`src/source/float_pkg.sv`:
```
package float_pkg;

    // Single-precision word layout, sign in the top bit.
    localparam int float_width = 32;

    // Biased exponent field, just below the sign.
    localparam int exp_width = 8;

    // Stored fraction field without the hidden one.
    localparam int frac_width = 23;

    // Exponent bias of the format.
    localparam int exp_bias = 127;

    // An all-ones exponent marks infinity or NaN.
    localparam logic [exp_width-1:0] exp_max = 8'hff;

    // Aligned mantissa is the hidden one, the fraction and two guard bits.
    // The adder result is one bit wider than this to hold the carry out.
    localparam int align_width = 26;

endpackage

```
`src/source/fpu_op_pkg.sv`:
```
package fpu_op_pkg;

    // Opcodes of the execution unit. The first two go to the adder.
    typedef enum logic [2:0] {
        op_fadd   = 3'd0,
        op_fsub   = 3'd1,
        op_fsgnj  = 3'd2,
        op_fsgnjn = 3'd3,
        op_fsgnjx = 3'd4,
        op_feq    = 3'd5,
        op_flt    = 3'd6,
        op_fle    = 3'd7
    } fpu_op_e;

    // Cycles from the issue edge to the output registers, the same for every opcode.
    localparam int fpu_latency = 3;

    // Number of sticky exception flags.
    localparam int flag_width = 2;

    // A result was forced to zero or infinity while its fraction was nonzero.
    localparam int flag_ovf = 0;

    // A result passed an infinite or NaN operand through.
    localparam int flag_special = 1;

endpackage

```
`src/source/fpu_result_if.sv`:
```
// One result per cycle at most, no handshake back to the pipeline.
interface fpu_result_if;

    logic                             valid;   // One-cycle strobe per result.
    logic [float_pkg::float_width-1:0] y;
    logic                             ovf;     // Result was forced out of range.
    logic                             special; // Infinite or NaN operand involved.

    // Driven by an execution pipeline.
    modport source (
        output valid,
        output y,
        output ovf,
        output special
    );

    // Read by the retire block.
    modport sink (
        input valid,
        input y,
        input ovf,
        input special
    );

endinterface

```
`src/source/fadd_pipe.sv`:
```
module fadd_pipe (
    input  logic                              clk,
    input  logic                              rstn,
    input  logic                              in_valid,
    input  fpu_op_pkg::fpu_op_e               op,
    input  logic [float_pkg::float_width-1:0] x1,
    input  logic [float_pkg::float_width-1:0] x2,
    fpu_result_if.source                      res
);

    logic                              accept;
    logic [float_pkg::float_width-1:0] x2n;
    logic                              swap;
    logic [float_pkg::float_width-1:0] lx;
    logic [float_pkg::float_width-1:0] sx;
    logic [float_pkg::exp_width-1:0]   lx_e;
    logic [float_pkg::exp_width-1:0]   sx_e;
    logic [float_pkg::exp_width-1:0]   shift;
    logic [float_pkg::frac_width:0]    sm;
    logic [float_pkg::align_width-1:0] lf;
    logic [float_pkg::align_width-1:0] sf;

    logic                              v0;
    logic [float_pkg::float_width-1:0] lx0;
    logic                              eff_sub0;
    logic [float_pkg::align_width-1:0] lf0;
    logic [float_pkg::align_width-1:0] sf0;

    logic [float_pkg::align_width:0]   sum;
    logic [4:0]                        top;
    logic [float_pkg::align_width:0]   norm;

    logic                              v1;
    logic [float_pkg::float_width-1:0] lx1;
    logic [float_pkg::frac_width:0]    man1;
    logic                              rnd1;
    logic [4:0]                        top1;
    logic                              zero1;

    logic [float_pkg::exp_width-1:0]   lx1_e;
    logic [float_pkg::frac_width+1:0]  rman;
    logic [4:0]                        ttop;
    logic [float_pkg::exp_width:0]     ae;
    logic [float_pkg::exp_width-1:0]   ye;
    logic [float_pkg::frac_width-1:0]  yf;
    logic                              edge_exp;
    logic                              pass;
    logic [float_pkg::float_width-1:0] y_next;
    logic                              ovf_next;

    assign accept = in_valid && (op == fpu_op_pkg::op_fadd || op == fpu_op_pkg::op_fsub);

    // Stage 0. A subtraction is an addition with the sign of x2 flipped.
    assign x2n = (op == fpu_op_pkg::op_fsub) ?
                 {~x2[float_pkg::float_width-1], x2[float_pkg::float_width-2:0]} : x2;

    // Magnitude order on the packed bits, which also orders infinity and NaN on top.
    assign swap = x1[float_pkg::float_width-2:0] < x2n[float_pkg::float_width-2:0];
    assign lx   = swap ? x2n : x1;
    assign sx   = swap ? x1 : x2n;

    assign lx_e  = lx[float_pkg::float_width-2 -: float_pkg::exp_width];
    assign sx_e  = sx[float_pkg::float_width-2 -: float_pkg::exp_width];
    assign shift = lx_e - sx_e;

    // Subnormal operands are flushed to zero here.
    assign lf = (lx_e == '0) ? '0 : {1'b1, lx[float_pkg::frac_width-1:0], 2'b00};
    assign sm = (sx_e == '0) ? '0 : {1'b1, sx[float_pkg::frac_width-1:0]};
    assign sf = {sm, 2'b00} >> shift; // Bits shifted past the guard bits are dropped.

    // Stage 1. Effective subtraction when the signs differ.
    assign sum = eff_sub0 ? {1'b0, lf0} - {1'b0, sf0} : {1'b0, lf0} + {1'b0, sf0};

    always_comb begin
        top = '0;
        for (int i = 0; i <= float_pkg::align_width; i++) begin
            if (sum[i]) begin
                top = 5'(i); // The highest set bit wins.
            end
        end
    end

    // Moves the leading one to the top bit of the sum width.
    assign norm = sum << (5'(float_pkg::align_width) - top);

    // Stage 2. Round half up on the single round bit.
    assign lx1_e = lx1[float_pkg::float_width-2 -: float_pkg::exp_width];
    assign rman  = {1'b0, man1} + {{(float_pkg::frac_width+1){1'b0}}, rnd1};
    assign ttop  = top1 + {4'b0, rman[float_pkg::frac_width+1]}; // Rounding carried out.

    // Bit 25 of the aligned sum has the weight of the larger exponent.
    assign ae = {1'b0, lx1_e} + {4'b0, ttop} - 9'(float_pkg::align_width - 1);

    always_comb begin
        if (ae[float_pkg::exp_width]) begin
            // Wrapped below zero is an underflow, past the top is an overflow.
            ye = (ttop >= 5'(float_pkg::align_width - 1)) ? float_pkg::exp_max : '0;
        end else begin
            ye = ae[float_pkg::exp_width-1:0];
        end
    end

    assign edge_exp = (ye == '0) || (ye == float_pkg::exp_max);
    assign yf       = edge_exp ? '0 : rman[float_pkg::frac_width-1:0];
    assign pass     = (lx1_e == float_pkg::exp_max); // Infinity or NaN on the larger side.

    // Exact cancellation always gives positive zero.
    assign y_next   = pass  ? lx1 :
                      zero1 ? '0 : {lx1[float_pkg::float_width-1], ye, yf};
    assign ovf_next = !pass && !zero1 && edge_exp && (|rman[float_pkg::frac_width-1:0]);

    always_ff @(posedge clk) begin
        if (!rstn) begin
            v0        <= 1'b0;
            v1        <= 1'b0;
            res.valid <= 1'b0;
        end else begin
            v0        <= accept;
            v1        <= v0;
            res.valid <= v1;
        end
    end

    always_ff @(posedge clk) begin
        lx0         <= lx;
        eff_sub0    <= lx[float_pkg::float_width-1] ^ sx[float_pkg::float_width-1];
        lf0         <= lf;
        sf0         <= sf;
        lx1         <= lx0;
        man1        <= norm[float_pkg::align_width -: float_pkg::frac_width+1];
        rnd1        <= norm[float_pkg::align_width-float_pkg::frac_width-1];
        top1        <= top;
        zero1       <= (sum == '0);
        res.y       <= y_next;
        res.ovf     <= ovf_next;
        res.special <= pass;
    end

    // Every result leaving the adder was issued as an add or subtract three edges before.
    accepted_add_op: assert property (@(posedge clk) disable iff (!rstn)
        res.valid |-> $past(in_valid && (op == fpu_op_pkg::op_fadd ||
                                         op == fpu_op_pkg::op_fsub), fpu_op_pkg::fpu_latency));

endmodule

```
`src/source/fsgn_cmp_pipe.sv`:
```
module fsgn_cmp_pipe (
    input  logic                              clk,
    input  logic                              rstn,
    input  logic                              in_valid,
    input  fpu_op_pkg::fpu_op_e               op,
    input  logic [float_pkg::float_width-1:0] x1,
    input  logic [float_pkg::float_width-1:0] x2,
    fpu_result_if.source                      res
);

    logic                              accept;
    logic                              s1;
    logic                              s2;
    logic                              zero1;
    logic                              zero2;
    logic                              nan1;
    logic                              nan2;
    logic                              any_nan;
    logic                              both_zero;
    logic [float_pkg::float_width-2:0] mag1;
    logic [float_pkg::float_width-2:0] mag2;
    logic                              eq;
    logic                              lt;
    logic [float_pkg::float_width-1:0] y_c;
    logic                              sp_c;

    logic                              v0;
    logic                              v1;
    logic [float_pkg::float_width-1:0] y0;
    logic [float_pkg::float_width-1:0] y1;
    logic                              sp0;
    logic                              sp1;

    // Everything except add and subtract belongs to this pipeline.
    assign accept = in_valid && !(op == fpu_op_pkg::op_fadd || op == fpu_op_pkg::op_fsub);

    assign s1    = x1[float_pkg::float_width-1];
    assign s2    = x2[float_pkg::float_width-1];
    assign zero1 = (x1[float_pkg::float_width-2 -: float_pkg::exp_width] == '0);
    assign zero2 = (x2[float_pkg::float_width-2 -: float_pkg::exp_width] == '0);
    assign nan1  = (x1[float_pkg::float_width-2 -: float_pkg::exp_width] == float_pkg::exp_max)
                   && (|x1[float_pkg::frac_width-1:0]);
    assign nan2  = (x2[float_pkg::float_width-2 -: float_pkg::exp_width] == float_pkg::exp_max)
                   && (|x2[float_pkg::frac_width-1:0]);

    assign any_nan   = nan1 || nan2;
    assign both_zero = zero1 && zero2; // Covers +0 against -0 and flushed subnormals.
    assign mag1      = zero1 ? '0 : x1[float_pkg::float_width-2:0];
    assign mag2      = zero2 ? '0 : x2[float_pkg::float_width-2:0];

    assign eq = !any_nan && (both_zero || (s1 == s2 && mag1 == mag2));

    // With differing signs the negative one is smaller, otherwise compare magnitudes.
    assign lt = !any_nan && !both_zero &&
                ((s1 != s2) ? s1 : (s1 ? (mag1 > mag2) : (mag1 < mag2)));

    always_comb begin
        y_c  = '0;
        sp_c = 1'b0;
        case (op)
            fpu_op_pkg::op_fsgnj:  y_c = {s2, x1[float_pkg::float_width-2:0]};
            fpu_op_pkg::op_fsgnjn: y_c = {~s2, x1[float_pkg::float_width-2:0]};
            fpu_op_pkg::op_fsgnjx: y_c = {s1 ^ s2, x1[float_pkg::float_width-2:0]};
            fpu_op_pkg::op_feq: begin
                y_c[0] = eq;
                sp_c   = any_nan;
            end
            fpu_op_pkg::op_flt: begin
                y_c[0] = lt;
                sp_c   = any_nan;
            end
            fpu_op_pkg::op_fle: begin
                y_c[0] = lt || eq;
                sp_c   = any_nan;
            end
            default: ;
        endcase
    end

    always_ff @(posedge clk) begin
        if (!rstn) begin
            v0        <= 1'b0;
            v1        <= 1'b0;
            res.valid <= 1'b0;
        end else begin
            v0        <= accept;
            v1        <= v0;
            res.valid <= v1;
        end
    end

    // Two delay stages keep the depth equal to the adder.
    always_ff @(posedge clk) begin
        y0          <= y_c;
        sp0         <= sp_c;
        y1          <= y0;
        sp1         <= sp0;
        res.y       <= y1;
        res.special <= sp1;
    end

    assign res.ovf = 1'b0; // Nothing here is ever forced out of range.

endmodule

```
`src/source/fpu_retire.sv`:
```
module fpu_retire (
    input  logic                              clk,
    input  logic                              rstn,
    fpu_result_if.sink                        add_res,
    fpu_result_if.sink                        cmp_res,
    input  logic                              flag_clr,
    input  logic                              mask_wr,
    input  logic [fpu_op_pkg::flag_width-1:0] mask_data,
    output logic                              out_valid,
    output logic [float_pkg::float_width-1:0] y,
    output logic                              ovf,
    output logic [fpu_op_pkg::flag_width-1:0] flags,
    output logic                              irq
);

    logic                              any_valid;
    logic [float_pkg::float_width-1:0] y_sel;
    logic                              ovf_sel;
    logic                              special_sel;
    logic [fpu_op_pkg::flag_width-1:0] new_flags;
    logic [fpu_op_pkg::flag_width-1:0] mask_q;

    // Both pipelines have the same depth, so at most one side is valid.
    assign any_valid   = add_res.valid || cmp_res.valid;
    assign y_sel       = add_res.valid ? add_res.y : cmp_res.y;
    assign ovf_sel     = add_res.valid ? add_res.ovf : cmp_res.ovf;
    assign special_sel = add_res.valid ? add_res.special : cmp_res.special;

    always_comb begin
        new_flags                          = '0;
        new_flags[fpu_op_pkg::flag_ovf]     = any_valid && ovf_sel;
        new_flags[fpu_op_pkg::flag_special] = any_valid && special_sel;
    end

    always_ff @(posedge clk) begin
        if (!rstn) begin
            out_valid <= 1'b0;
            ovf       <= 1'b0;
            flags     <= '0;
            mask_q    <= '0;
        end else begin
            out_valid <= any_valid;
            ovf       <= new_flags[fpu_op_pkg::flag_ovf];
            flags     <= (flag_clr ? '0 : flags) | new_flags; // A new flag beats the clear.
            if (mask_wr) begin
                mask_q <= mask_data;
            end
        end
    end

    always_ff @(posedge clk) begin
        y <= any_valid ? y_sel : '0; // Zero between results.
    end

    assign irq = |(flags & mask_q);

    single_source: assert property (@(posedge clk) disable iff (!rstn)
        !(add_res.valid && cmp_res.valid));

endmodule

```
`src/source/fpu_top.sv`:
```
module fpu_top (
    input  logic                              clk,
    input  logic                              rstn,
    input  logic                              in_valid,
    input  fpu_op_pkg::fpu_op_e               op,
    input  logic [float_pkg::float_width-1:0] x1,
    input  logic [float_pkg::float_width-1:0] x2,
    input  logic                              flag_clr,
    input  logic                              mask_wr,
    input  logic [fpu_op_pkg::flag_width-1:0] mask_data,
    output logic                              out_valid,
    output logic [float_pkg::float_width-1:0] y,
    output logic                              ovf,
    output logic [fpu_op_pkg::flag_width-1:0] flags,
    output logic                              irq
);

    // One result bundle per execution pipeline.
    fpu_result_if add_res ();
    fpu_result_if cmp_res ();

    // Both pipelines see every issue and each picks its own opcodes.
    fadd_pipe fadd_pipe_inst (
        .clk      (clk),
        .rstn     (rstn),
        .in_valid (in_valid),
        .op       (op),
        .x1       (x1),
        .x2       (x2),
        .res      (add_res.source)
    );

    fsgn_cmp_pipe fsgn_cmp_pipe_inst (
        .clk      (clk),
        .rstn     (rstn),
        .in_valid (in_valid),
        .op       (op),
        .x1       (x1),
        .x2       (x2),
        .res      (cmp_res.source)
    );

    fpu_retire fpu_retire_inst (
        .clk       (clk),
        .rstn      (rstn),
        .add_res   (add_res.sink),
        .cmp_res   (cmp_res.sink),
        .flag_clr  (flag_clr),
        .mask_wr   (mask_wr),
        .mask_data (mask_data),
        .out_valid (out_valid),
        .y         (y),
        .ovf       (ovf),
        .flags     (flags),
        .irq       (irq)
    );

endmodule

```
`config.mk`:
```
export PLATFORM = sky130hd
export DESIGN_NAME = fpu_top
export DESIGN_NICKNAME = d
export VERILOG_FILES = /design/src/source/float_pkg.sv /design/src/source/fpu_op_pkg.sv /design/src/source/fpu_result_if.sv /design/src/source/fadd_pipe.sv /design/src/source/fsgn_cmp_pipe.sv /design/src/source/fpu_retire.sv /design/src/source/fpu_top.sv
export SDC_FILE = /design/constraint.sdc
export NUM_CORES = 1
export LEC_CHECK = 0
export ABC_AREA = 1
export BUFFER_PORTS_ARGS = -buffer_cell sky130_fd_sc_hd__clkbuf_2
export CORE_ASPECT_RATIO = 1.1
export CORE_UTILIZATION = 50
export CTS_BUF_LIST = sky130_fd_sc_hd__clkbuf_2
export CTS_CLUSTER_DIAMETER = 200
export DETAILED_ROUTE_END_ITERATION = 7
export PLACE_DENSITY = 0.7
export SYNTH_ARGS = -nofsm -noshare
export SYNTH_HDL_FRONTEND = slang
export SYNTH_HIERARCHICAL = 1
export SYNTH_SLANG_ARGS = --single-unit
export TNS_END_PERCENT = 30
```
`constraint.sdc`:
```
create_clock -name clk -period 7.7 [get_ports clk]
set_input_delay 0 -clock clk [delete_from_list [all_inputs] [get_ports clk]]
set_output_delay 0 -clock clk [all_outputs]
set_load 0.02 [all_outputs]
```
After elaboration in Yosys (flattened, before gate mapping)
Cells that the tools add are included.
{ "word_totals": {"register_bits": 325, "latch_bits": 0, "mem_bits_rw": 0, "mem_bits_ro": 0, "input_bits": 74, "out_inout_bits": 37, "word_cells": 148, "n_memories": 0} }
{ "op_classes": {"addsub": 8, "n_mul": 0, "div_mod_pow": 0, "order_cmp": 4, "eq_ne": 14, "shifts": 2, "n_mux": 47, "bitwise": 5, "reduce_logical": 38} }
{ "ops": {"columns": ["cell", "count"], "rows": [
  ["32-bit 2-to-1 mux", 6],
  ["31-bit case mux with 3 select lines", 1],
  ["23-bit OR reduction", 3],
  ["31-bit < comparator", 2],
  ["31-bit 2-to-1 mux", 2],
  ["5-bit 2-to-1 mux", 11],
  ["8-bit zero test", 5],
  ["8-bit == test, second input constant", 4],
  ["4-bit 2-to-1 mux", 8],
  ["31-bit == test", 1],
  ["31-bit > comparator", 1],
  ["26-bit by 26-bit adder with 27-bit output", 1],
  ["27-bit zero test", 1],
  ["27-bit 2-to-1 mux", 1],
  ["27-bit by 5-bit left shift with 27-bit output", 1],
  ["26-bit by 26-bit subtractor with 27-bit output", 1],
  ["26-bit 2-to-1 mux", 1],
  ["26-bit by 8-bit >> shifter with 26-bit output", 1],
  ["24-bit by 1-bit adder with 25-bit output", 1],
  ["24-bit 2-to-1 mux", 1],
  ["23-bit 2-to-1 mux", 1],
  ["8-bit 2-to-1 mux", 2],
  ["1-bit logical AND", 14],
  ["3-bit == test, second input constant", 4],
  ["other kinds (23)", 44]
]} }

Logic depth before layout (Yosys ltp)
Gate-level depths: netlist of the first run.
{ "depth": {"word_depth": 30, "depth_mapped": 47, "ltp_nobuf": 46} }

Cells and area by module
The synthesis of the first run kept the hierarchy.
{ "modules_own_cells": {"columns": ["mod", "n_inst", "cells_each", "area_per_inst_um2", "seq_area_each_um2"], "rows": [
  ["fadd_pipe", 1, 1813, 12348.1, 3663.5],
  ["fsgn_cmp_pipe", 1, 440, 3711.1, 2042.0],
  ["fpu_retire", 1, 174, 1382.6, 760.7]
]} }

Least setup slack after synthesis of the first run
No wires, ideal clock.
{ "synth_timing": {"path_type": "register to register", "startpoint": "reg fadd_pipe_inst/man1[0] (netlist bit)", "endpoint": "reg fadd_pipe_inst.res.y[10]", "setup_time_ns": 0.130, "arrival_time_ns": 5.562, "t_required_ns": 7.570, "setup_slack_ns": 2.008, "stages_incl_launch_ff": 43, "path_buffers": 1, "period_less_slack_ns": 5.692, "cell_sequence": "dfxtp_1 -> ha_1 -> ha_1 -> nand3_1 -> nor2_1 -> nand2_1 -> nor2_1 -> inv_1 -> nor2_1 -> nand3_1 -> nor2_1 -> nand2_1 -> nor2_1 -> inv_1 -> nor2_1 -> nand3_1 -> inv_1 -> nand4_1 -> [... 7 more ...] -> inv_1 -> ha_1 -> nand3_1 -> nand2_1 -> a21oi_1 -> o21ai_0 -> a21o_1 -> a21oi_1 -> or2_2 -> nand2_1 -> inv_1 -> nand2_1 -> nand2_1 -> nor4_1 -> nand2_1 -> o21ai_1 -> clkbuf_1 -> o31ai_1"} }
{ "synth_between": {"elab_chain_len": 10, "elab_cells_between_ends": 13, "cone_classes": "add/sub: 4; order compare: 1; eq/ne: 1; mux: 5; reduce/logical: 2"} }
{ "synth_lines": {"columns": ["item", "line_no", "rtl"], "rows": [
  ["start, declared", "fadd_pipe.sv:35", "logic [float_pkg::frac_width:0] man1;"],
  ["start signal, assigned", "fadd_pipe.sv:130", "man1 <= norm[float_pkg::align_width -: float_pkg::frac_width+1];"],
  ["24-bit by 1-bit adder with 25-bit output *", "fadd_pipe.sv:88", "assign rman = {1'b0, man1} + {{(float_pkg::frac_width+1){1'b0}}, rnd1};"],
  ["5-bit by 1-bit adder with 5-bit output", "fadd_pipe.sv:89", "assign ttop = top1 + {4'b0, rman[float_pkg::frac_width+1]};"],
  ["8-bit by 5-bit adder with 9-bit output / 5-bit >= comparator (equally long branches)", "fadd_pipe.sv:92, fadd_pipe.sv:97", null],
  ["9-bit by 5-bit subtractor with 9-bit output / 8-bit 2-to-1 mux (equally long branches)", "fadd_pipe.sv:92, fadd_pipe.sv:97", null],
  ["8-bit 2-to-1 mux", "fadd_pipe.sv:95", "if (ae[float_pkg::exp_width]) begin"],
  ["8-bit == test / 8-bit zero test (equally long branches)", "fadd_pipe.sv:103", "assign edge_exp = (ye == '0) || (ye == float_pkg::exp_max);"],
  ["1-bit logical OR", "fadd_pipe.sv:103", null],
  ["23-bit 2-to-1 mux *", "fadd_pipe.sv:104", "assign yf = edge_exp ? '0 : rman[float_pkg::frac_width-1:0];"],
  ["32-bit 2-to-1 mux *", "fadd_pipe.sv:109", "zero1 ? '0 : {lx1[float_pkg::float_width-1], ye, yf};"],
  ["32-bit 2-to-1 mux *", "fadd_pipe.sv:108", "assign y_next = pass ? lx1 :"],
  ["net fadd_pipe_inst.y_next (one bit)", "fadd_pipe.sv:48", "logic [float_pkg::float_width-1:0] y_next;"],
  ["end signal, assigned", "fadd_pipe.sv:134", "res.y <= y_next;"],
  ["end, declared", "fpu_result_if.sv:12", "output y,"]
]} }
The timed path passes the listed nets; every way through them passes the cells marked *.
A chain may end at the register's enable or synchronous reset.

Final worst setup path of the first run
{ "layout_timing": {"startpoint": "reg fadd_pipe_inst/man1[0] (netlist bit)", "endpoint": "reg fadd_pipe_inst.res.ovf"} }
{ "layout_between": {"elab_chain_len": 9, "elab_cells_between_ends": 13, "cone_classes": "add/sub: 4; order compare: 1; eq/ne: 1; mux: 2; reduce/logical: 5"} }
{ "layout_lines": {"columns": ["item", "line_no", "rtl"], "rows": [
  ["24-bit by 1-bit adder with 25-bit output *", "fadd_pipe.sv:88", null],
  ["5-bit by 1-bit adder with 5-bit output", "fadd_pipe.sv:89", null],
  ["8-bit by 5-bit adder with 9-bit output / 5-bit >= comparator (equally long branches)", "fadd_pipe.sv:92, fadd_pipe.sv:97", null],
  ["9-bit by 5-bit subtractor with 9-bit output / 8-bit 2-to-1 mux (equally long branches)", "fadd_pipe.sv:92, fadd_pipe.sv:97", null],
  ["8-bit 2-to-1 mux", "fadd_pipe.sv:95", null],
  ["8-bit == test / 8-bit zero test (equally long branches)", "fadd_pipe.sv:103", null],
  ["1-bit logical OR", "fadd_pipe.sv:103", null],
  ["1-bit logical AND", "fadd_pipe.sv:110", "assign ovf_next = !pass && !zero1 && edge_exp && (|rman[float_pkg::frac_width-1:0]);"],
  ["1-bit logical AND *", "fadd_pipe.sv:110", null],
  ["net fadd_pipe_inst.ovf_next", "fadd_pipe.sv:49", "logic ovf_next;"],
  ["end signal, assigned", "fadd_pipe.sv:135", "res.ovf <= ovf_next;"],
  ["end, declared", "fpu_result_if.sv:13", "output ovf,"]
]} }
Marks and branches as above.

==> impl_metrics.json, run 1 <==
{
  "drive_gt1_share_pct": 13.4,
  "timing.fmax_mhz": 152,
  "synth.lib_cells_used.distinct": 67,
  "drt-wirelength-per-cell_um": 16.5,
  "critPathKind": "reg2reg",
  "viasPerCell": 5.36,
  "grt_overflow": 0,
  "die_area_sq_um": 35600,
  "synth-seq-cells": 323,
  "timing_max_transition_violations_final": 0,
  "critical-path-top-cell-by-count": "nor2_1",
  "ys.warnings.count": 6,
  "placement_rows": 71,
  "synth_top_family_by_area": "simple AND/OR/NAND/NOR gates",
  "syn_inst": 2427,
  "crit_arrival_ns": 7.29,
  "port_buffers": 110,
  "layout.nets": 2815,
  "boundaryPins": 111,
  "postSynthAreaPerCell_sq_um": 7.19,
  "first_iter_violations": 1351,
  "cts_tree": "done",
  "cts_root_buf": "clkbuf_2",
  "synthTopCellsByArea": "dfxtp_1 37%, nand2_1 11%, nand3_1 11%",
  "timing.final.crit_period_ns": 6.58,
  "rsz0062_at_grt": "no",
  "maxCapViolations": 0,
  "clk_transition_reported_paths_ns": 0.10,
  "hold_viol": 0,
  "grt_pass1_vias": 16200,
  "cts_setup_buffers": 0,
  "synthArstFlopShare_pct": 0,
  "initial_core_util_pct": 50.9,
  "clock_tree.buffer_depth": 3,
  "wl_um": 51600,
  "final_ant_viol_nets": 0,
  "status": "complete, no violations",
  "setup_total_neg_slack_ns": 0,
  "setup_viol": 0,
  "synth_compound_gate_area_share_pct": 8.91,
  "route.vias.total": 16700,
  "critPathTopFamily": "simple AND/OR/NAND/NOR gates",
  "min-delay-start": "x1[19]",
  "die-height_um": 198,
  "timing.critical_path.required_ns": 8.40,
  "synth.top_cell.area_share_pct": 37.1,
  "clock-sinks": 323,
  "htree_levels": 3,
  "cpPeakStageDelay_ns": 0.35,
  "synth_enable_flop_cells": 0,
  "critical_path.endpoint_type": "flop",
  "slew-limit-headroom_pct": 18.3,
  "worst_slew_pin_slew_ns": 1.22,
  "core_region_area_sq_um": 34300,
  "firstDrtPassIters": 6,
  "simple_gate_fraction_of_synth_area_pct": 32.7,
  "largest_net_degree_at_the_start_of_global_routing": 99,
  "synth_area_leader_cell": "dfxtp_1",
  "critPathBufInv": 6,
  "die_x_um": 180,
  "share_of_the_synthesized_netlist_area_taken_by_xor_and_xnor_gates_pct": 4.05,
  "cts-buffers-inserted": 72,
  "grt_pass1_wl_um": 82900,
  "drc": 0,
  "regToRegStartpoint": "fadd_pipe_inst/man1[0]",
  "post-route-period-util_pct": 85.5,
  "synthFlopType": "dfxtp_1",
  "area_share_of_fa_ha_maj_cells_after_synthesis_pct": 7.65,
  "skew_ns": 0.0604,
  "total_standard_cell_area_after_synthesis_sq_um": 17400,
  "postSynthNetCount": 2607,
  "antenna_violations_before_repair": 1,
  "worst_path_max_delay_cell": "dfxtp_1",
  "layout-area-overhead-vs-synth_pct": 13.9,
  "post_synth_mux_area_share_pct": 0,
  "clock_insertion_delay_worst_skew_ns": 0.83,
  "dp_hpwl_um": 38600,
  "synth_sequential_area_ratio_pct": 37.1,
  "worst_hold_path_type": "in2reg",
  "gpl.final_weighted_congestion": 0.985,
  "crit_start": "fadd_pipe_inst/man1[0]",
  "grt.total_usage_pct": 29.2,
  "worstPathMaxFanout": 24,
  "startpoint_type_of_the_worst_setup_path": "flop"
}
cell usage in the layout, fill, tap and decap left out, drive strengths merged, types with 5 or more instances in the layout:
cell type / count
nand4: 45
nor2: 251
dlygate4sd3: 120
nor4: 10
a21oi: 93
o21ai: 112
xnor2: 25
o31ai: 19
clkbuf: 215
buf: 7
nand2: 527
nand3: 380
ha: 105
inv: 287
a31oi: 5
nor3: 22
xor2: 50
or2: 24
clkinv: 11
dfxtp: 323
cell usage after synthesis, drive strengths merged (44+ instances only):
cell type / n
buf: 59
a21oi: 93
o21ai: 112
nand2: 527
inv: 286
nand4: 45
dfxtp: 323
nor2: 251
ha: 105
clkbuf: 44
xor2: 50
nand3: 380
flip-flops by register name, indices dropped and copies added, names as in the netlist, 2 cells and up:
| name | count |
|---|---|
| fadd_pipe_inst/lf0 | 24 |
| fadd_pipe_inst/lx0 | 32 |
| fadd_pipe_inst/lx1 | 32 |
| fadd_pipe_inst/man1 | 24 |
| fadd_pipe_inst/res.y | 32 |
| fadd_pipe_inst/sf0 | 26 |
| fadd_pipe_inst/top1 | 5 |
| fpu_retire_inst/flags | 2 |
| fpu_retire_inst/mask_q | 2 |
| fpu_retire_inst/y | 32 |
| fsgn_cmp_pipe_inst/res.y | 32 |
| fsgn_cmp_pipe_inst/y0 | 32 |
| fsgn_cmp_pipe_inst/y1 | 32 |
kinds of logic after synthesis:
family                   Yosys count
AND/OR/NAND/NOR                 1273
buffers and inverters            391
flip-flops                       323
AO/OA/AOI/OAI                    258
adder cells (fa/ha/maj)          106
XOR/XNOR                          75
other                              1
worst paths after layout:
kind	to	slack, ns	depth (start not counted)
setup reg to reg	fadd_pipe_inst/res.ovf	1.12	41
hold / removal	fsgn_cmp_pipe_inst/y0[19]	0.15	4
setup / recovery	fadd_pipe_inst/res.ovf	1.12	41
hold reg to reg	fsgn_cmp_pipe_inst/res.y[8]	0.29	0
final cells by class:
type / instances / area [sq um]
timing repair buffer: 237 / 1800
fill: 3215 / 14400
multi-input combinational: 1713 / 9310
inverter: 288 / 1090
tap: 438 / 548
clock buffer: 105 / 526
sequential: 323 / 6470
antenna: 1 / 2.50
clock inverter: 13 / 111
timing repair:
| action | 4_1_cts | 5_1_grt |
|---|---|---|
| setup endpoints to repair | 0 | 0 |
| endpoints found under the hold margin | 111 | 0 |
| resized for setup | 0 | 0 |
| hold buffers | 120 | 0 |
per-layer routing:
layer / up-vias / global-route usage (%) / wire length (um)
met5: - / 0 / 0
met2: 640 / 48.2 / 23500
met1: 7567 / 36.7 / 22300
met4: 0 / 16.4 / 2780
met3: 155 / 4.30 / 2990
li1: 8345 / - / -
worst min-delay path, cell delays in order:
cell and delay (ns):
dlygate4sd3_1 0.54, clkbuf_2 0.19, inv_2 0.12, nor2_1 0.05
metrics by stage:
stage / worst slack [ns] / hold slack (ns) / utilization, % / std cells / area, sq um
3_3_place_gp: 1.34 / 0.223 / 52.6 / 2879 / 18000
3_5_place_dp: 1.20 / 0.223 / 52.6 / 2879 / 18000
5_1_grt: 0.189 / 0.0740 / 57.9 / 3118 / 19900
4_1_cts: 1.12 / 0.0192 / 57.9 / 3117 / 19900
6_report: 1.12 / 0.151 / 57.9 / 3118 / 19900
2_1_floorplan: 2.01 / 0.0935 / - / 2427 / 17400
Power of run 1 is left out: the tool's default activity adds up to more than one toggle a clock period on the data nets, which glitch-free logic cannot reach.
==> run 2, diff against run 1 <==
- BUFFER_PORTS_ARGS: -buffer_cell sky130_fd_sc_hd__clkbuf_2 -> not set
- DONT_BUFFER_PORTS: not set -> 1
- PLACE_DENSITY: 0.7 -> 0.67
==> run 2 against run 1 <==
Global-route usage is 0.40 points lower. Sequential share of layout area is 0.43 points higher. Cell area is 1.3% lower. First-iteration DRC count is 9.8% higher. Critical path depth is 1 higher. Utilization is 0.75 points lower. Wire length is 0.44% lower. Critical path type unchanged.
==> impl_metrics.json, run 2 (synthesis results as in run 1) <==
{
  "die_x_um": 180,
  "drc": 0,
  "setup_total_neg_slack_ns": 0,
  "critical_path.endpoint_type": "flop",
  "grt_pass1_wl_um": 81500,
  "cpPeakStageDelay_ns": 0.32,
  "grt.total_usage_pct": 28.8,
  "skew_ns": 0.0599,
  "startpoint_type_of_the_worst_setup_path": "flop",
  "grt_pass1_vias": 15900,
  "die_area_sq_um": 35600,
  "maxCapViolations": 0,
  "slew-limit-headroom_pct": 19.3,
  "critPathKind": "reg2reg",
  "hold_viol": 0,
  "largest_net_degree_at_the_start_of_global_routing": 68,
  "cts_root_buf": "clkbuf_2",
  "wl_um": 51300,
  "route.vias.total": 16600,
  "drt-wirelength-per-cell_um": 16.9,
  "viasPerCell": 5.45,
  "layout-area-overhead-vs-synth_pct": 12.4,
  "clock_tree.buffer_depth": 3,
  "worst_slew_pin_slew_ns": 1.21,
  "worst_hold_path_type": "in2reg",
  "placement_rows": 71,
  "multiInputGateArea_sq_um": 9310,
  "firstDrtPassIters": 6,
  "die-height_um": 198,
  "crit_arrival_ns": 7.15,
  "final_ant_viol_nets": 0,
  "htree_levels": 3,
  "holdBufCountCts": 152,
  "layout.cells.most_common": "nand2_1",
  "filler_cell_count": 3317,
  "boundaryPins": 111,
  "clock-sinks": 323,
  "cts-buffers-inserted": 73,
  "cts.repair.resized": 0,
  "layout.area.seq_sq_um": 6470,
  "timing.final.crit_period_ns": 6.39,
  "first_iter_violations": 1483,
  "port_buffers": 0,
  "worstPathMaxFanout": 24,
  "worst_path_max_delay_cell": "dfxtp_1",
  "gpl.final_weighted_congestion": 0.975,
  "drive_gt1_share_pct": 9.35,
  "hold_ws_ns": 0.105,
  "cts_tree": "done",
  "mostFrequentLayoutCells": "505 x nand2_1, 370 x nand3_1, 323 x dfxtp_1, 249 x inv_1, 244 x nor2_1",
  "timing_max_transition_violations_final": 0,
  "timing.fmax_mhz": 156,
  "grt_overflow": 0,
  "setup_viol": 0,
  "rsz0062_at_grt": "no",
  "cts_setup_buffers": 0,
  "layout.nets": 2739,
  "core_region_area_sq_um": 34300,
  "initial_core_util_pct": 50.9,
  "placed_cells_incl_taps": 2769,
  "dp_hpwl_um": 37800,
  "post-route-period-util_pct": 83.0,
  "antenna_violations_before_repair": 1,
  "clock_insertion_delay_worst_skew_ns": 0.83,
  "clk_transition_reported_paths_ns": 0.10,
  "status": "complete, no violations",
  "timing.critical_path.required_ns": 8.45,
  "layout.cells.non_filler": 3039
}
run 2: changes by cell type in the layout (fill, tap and decap cells not counted):
cell | previous run | this run
bufinv_16 | 2 | 1
dlygate4sd3_1 | 120 | 152
buf_8 | 0 | 1
clkbuf_2 | 215 | 97
clkinv_2 | 1 | 3
inv_2 | 37 | 38
clkinv_1 | 9 | 13
run 2: cell type report:
cell class	instances	share of cell area, %
Multi-Input combinational cell	1713	47.5
Sequential cell	323	33.0
Timing Repair Buffer	160	8.11
Inverter	288	5.55
Tap cell	438	2.80
Clock buffer	97	2.48
Clock inverter	19	0.562
Antenna cell	1	0.0128
run 2: metrics by stage:
stage / instance area (sq um) / util (%) / setup WS (ns)
6_report: 19600 / 57.2 / 1.31
5_1_grt: 19600 / 57.2 / 0.551
4_1_cts: 19600 / 57.1 / 1.35
3_5_place_dp: 17500 / 50.9 / 1.45
3_3_place_gp: 17500 / 50.9 / 1.51
2_1_floorplan: 17400 / - / 2.01
run 2: final timing paths:
path | end | startpoint | slack, ns | cells past startpoint
max | fadd_pipe_inst/res.ovf | fadd_pipe_inst/man1[0] | 1.31 | 42
min | fadd_pipe_inst/lx0[22] | x2[22] | 0.11 | 3
max reg2reg | fadd_pipe_inst/res.ovf | fadd_pipe_inst/man1[0] | 1.31 | 42
min reg2reg | fadd_pipe_inst/lx1[18] | fadd_pipe_inst/lx0[18] | 0.29 | 0
run 2: metal layers:
layer / up-vias / part of all wire (%) / GRT usage [%]
li1: 8184 / - / -
met1: 7490 / 43 / 36.6
met2: 725 / 45 / 46.8
met3: 153 / 7.4 / 5.43
met4: 0 / 4.6 / 14.4
met5: - / 0 / 0
run 2: worst max-delay path, delay by kind of cell, from the launching register on:
family | cells | cell delay (ns)
AND/OR/NAND/NOR | 23 | 3.09
flip-flops | 1 | 0.32
AO/OA/AOI/OAI | 5 | 0.65
adder cells (fa/ha/maj) | 6 | 1.25
buffers and inverters | 7 | 0.76
XOR/XNOR | 1 | 0.22
Power of run 2 is left out for the same reason.
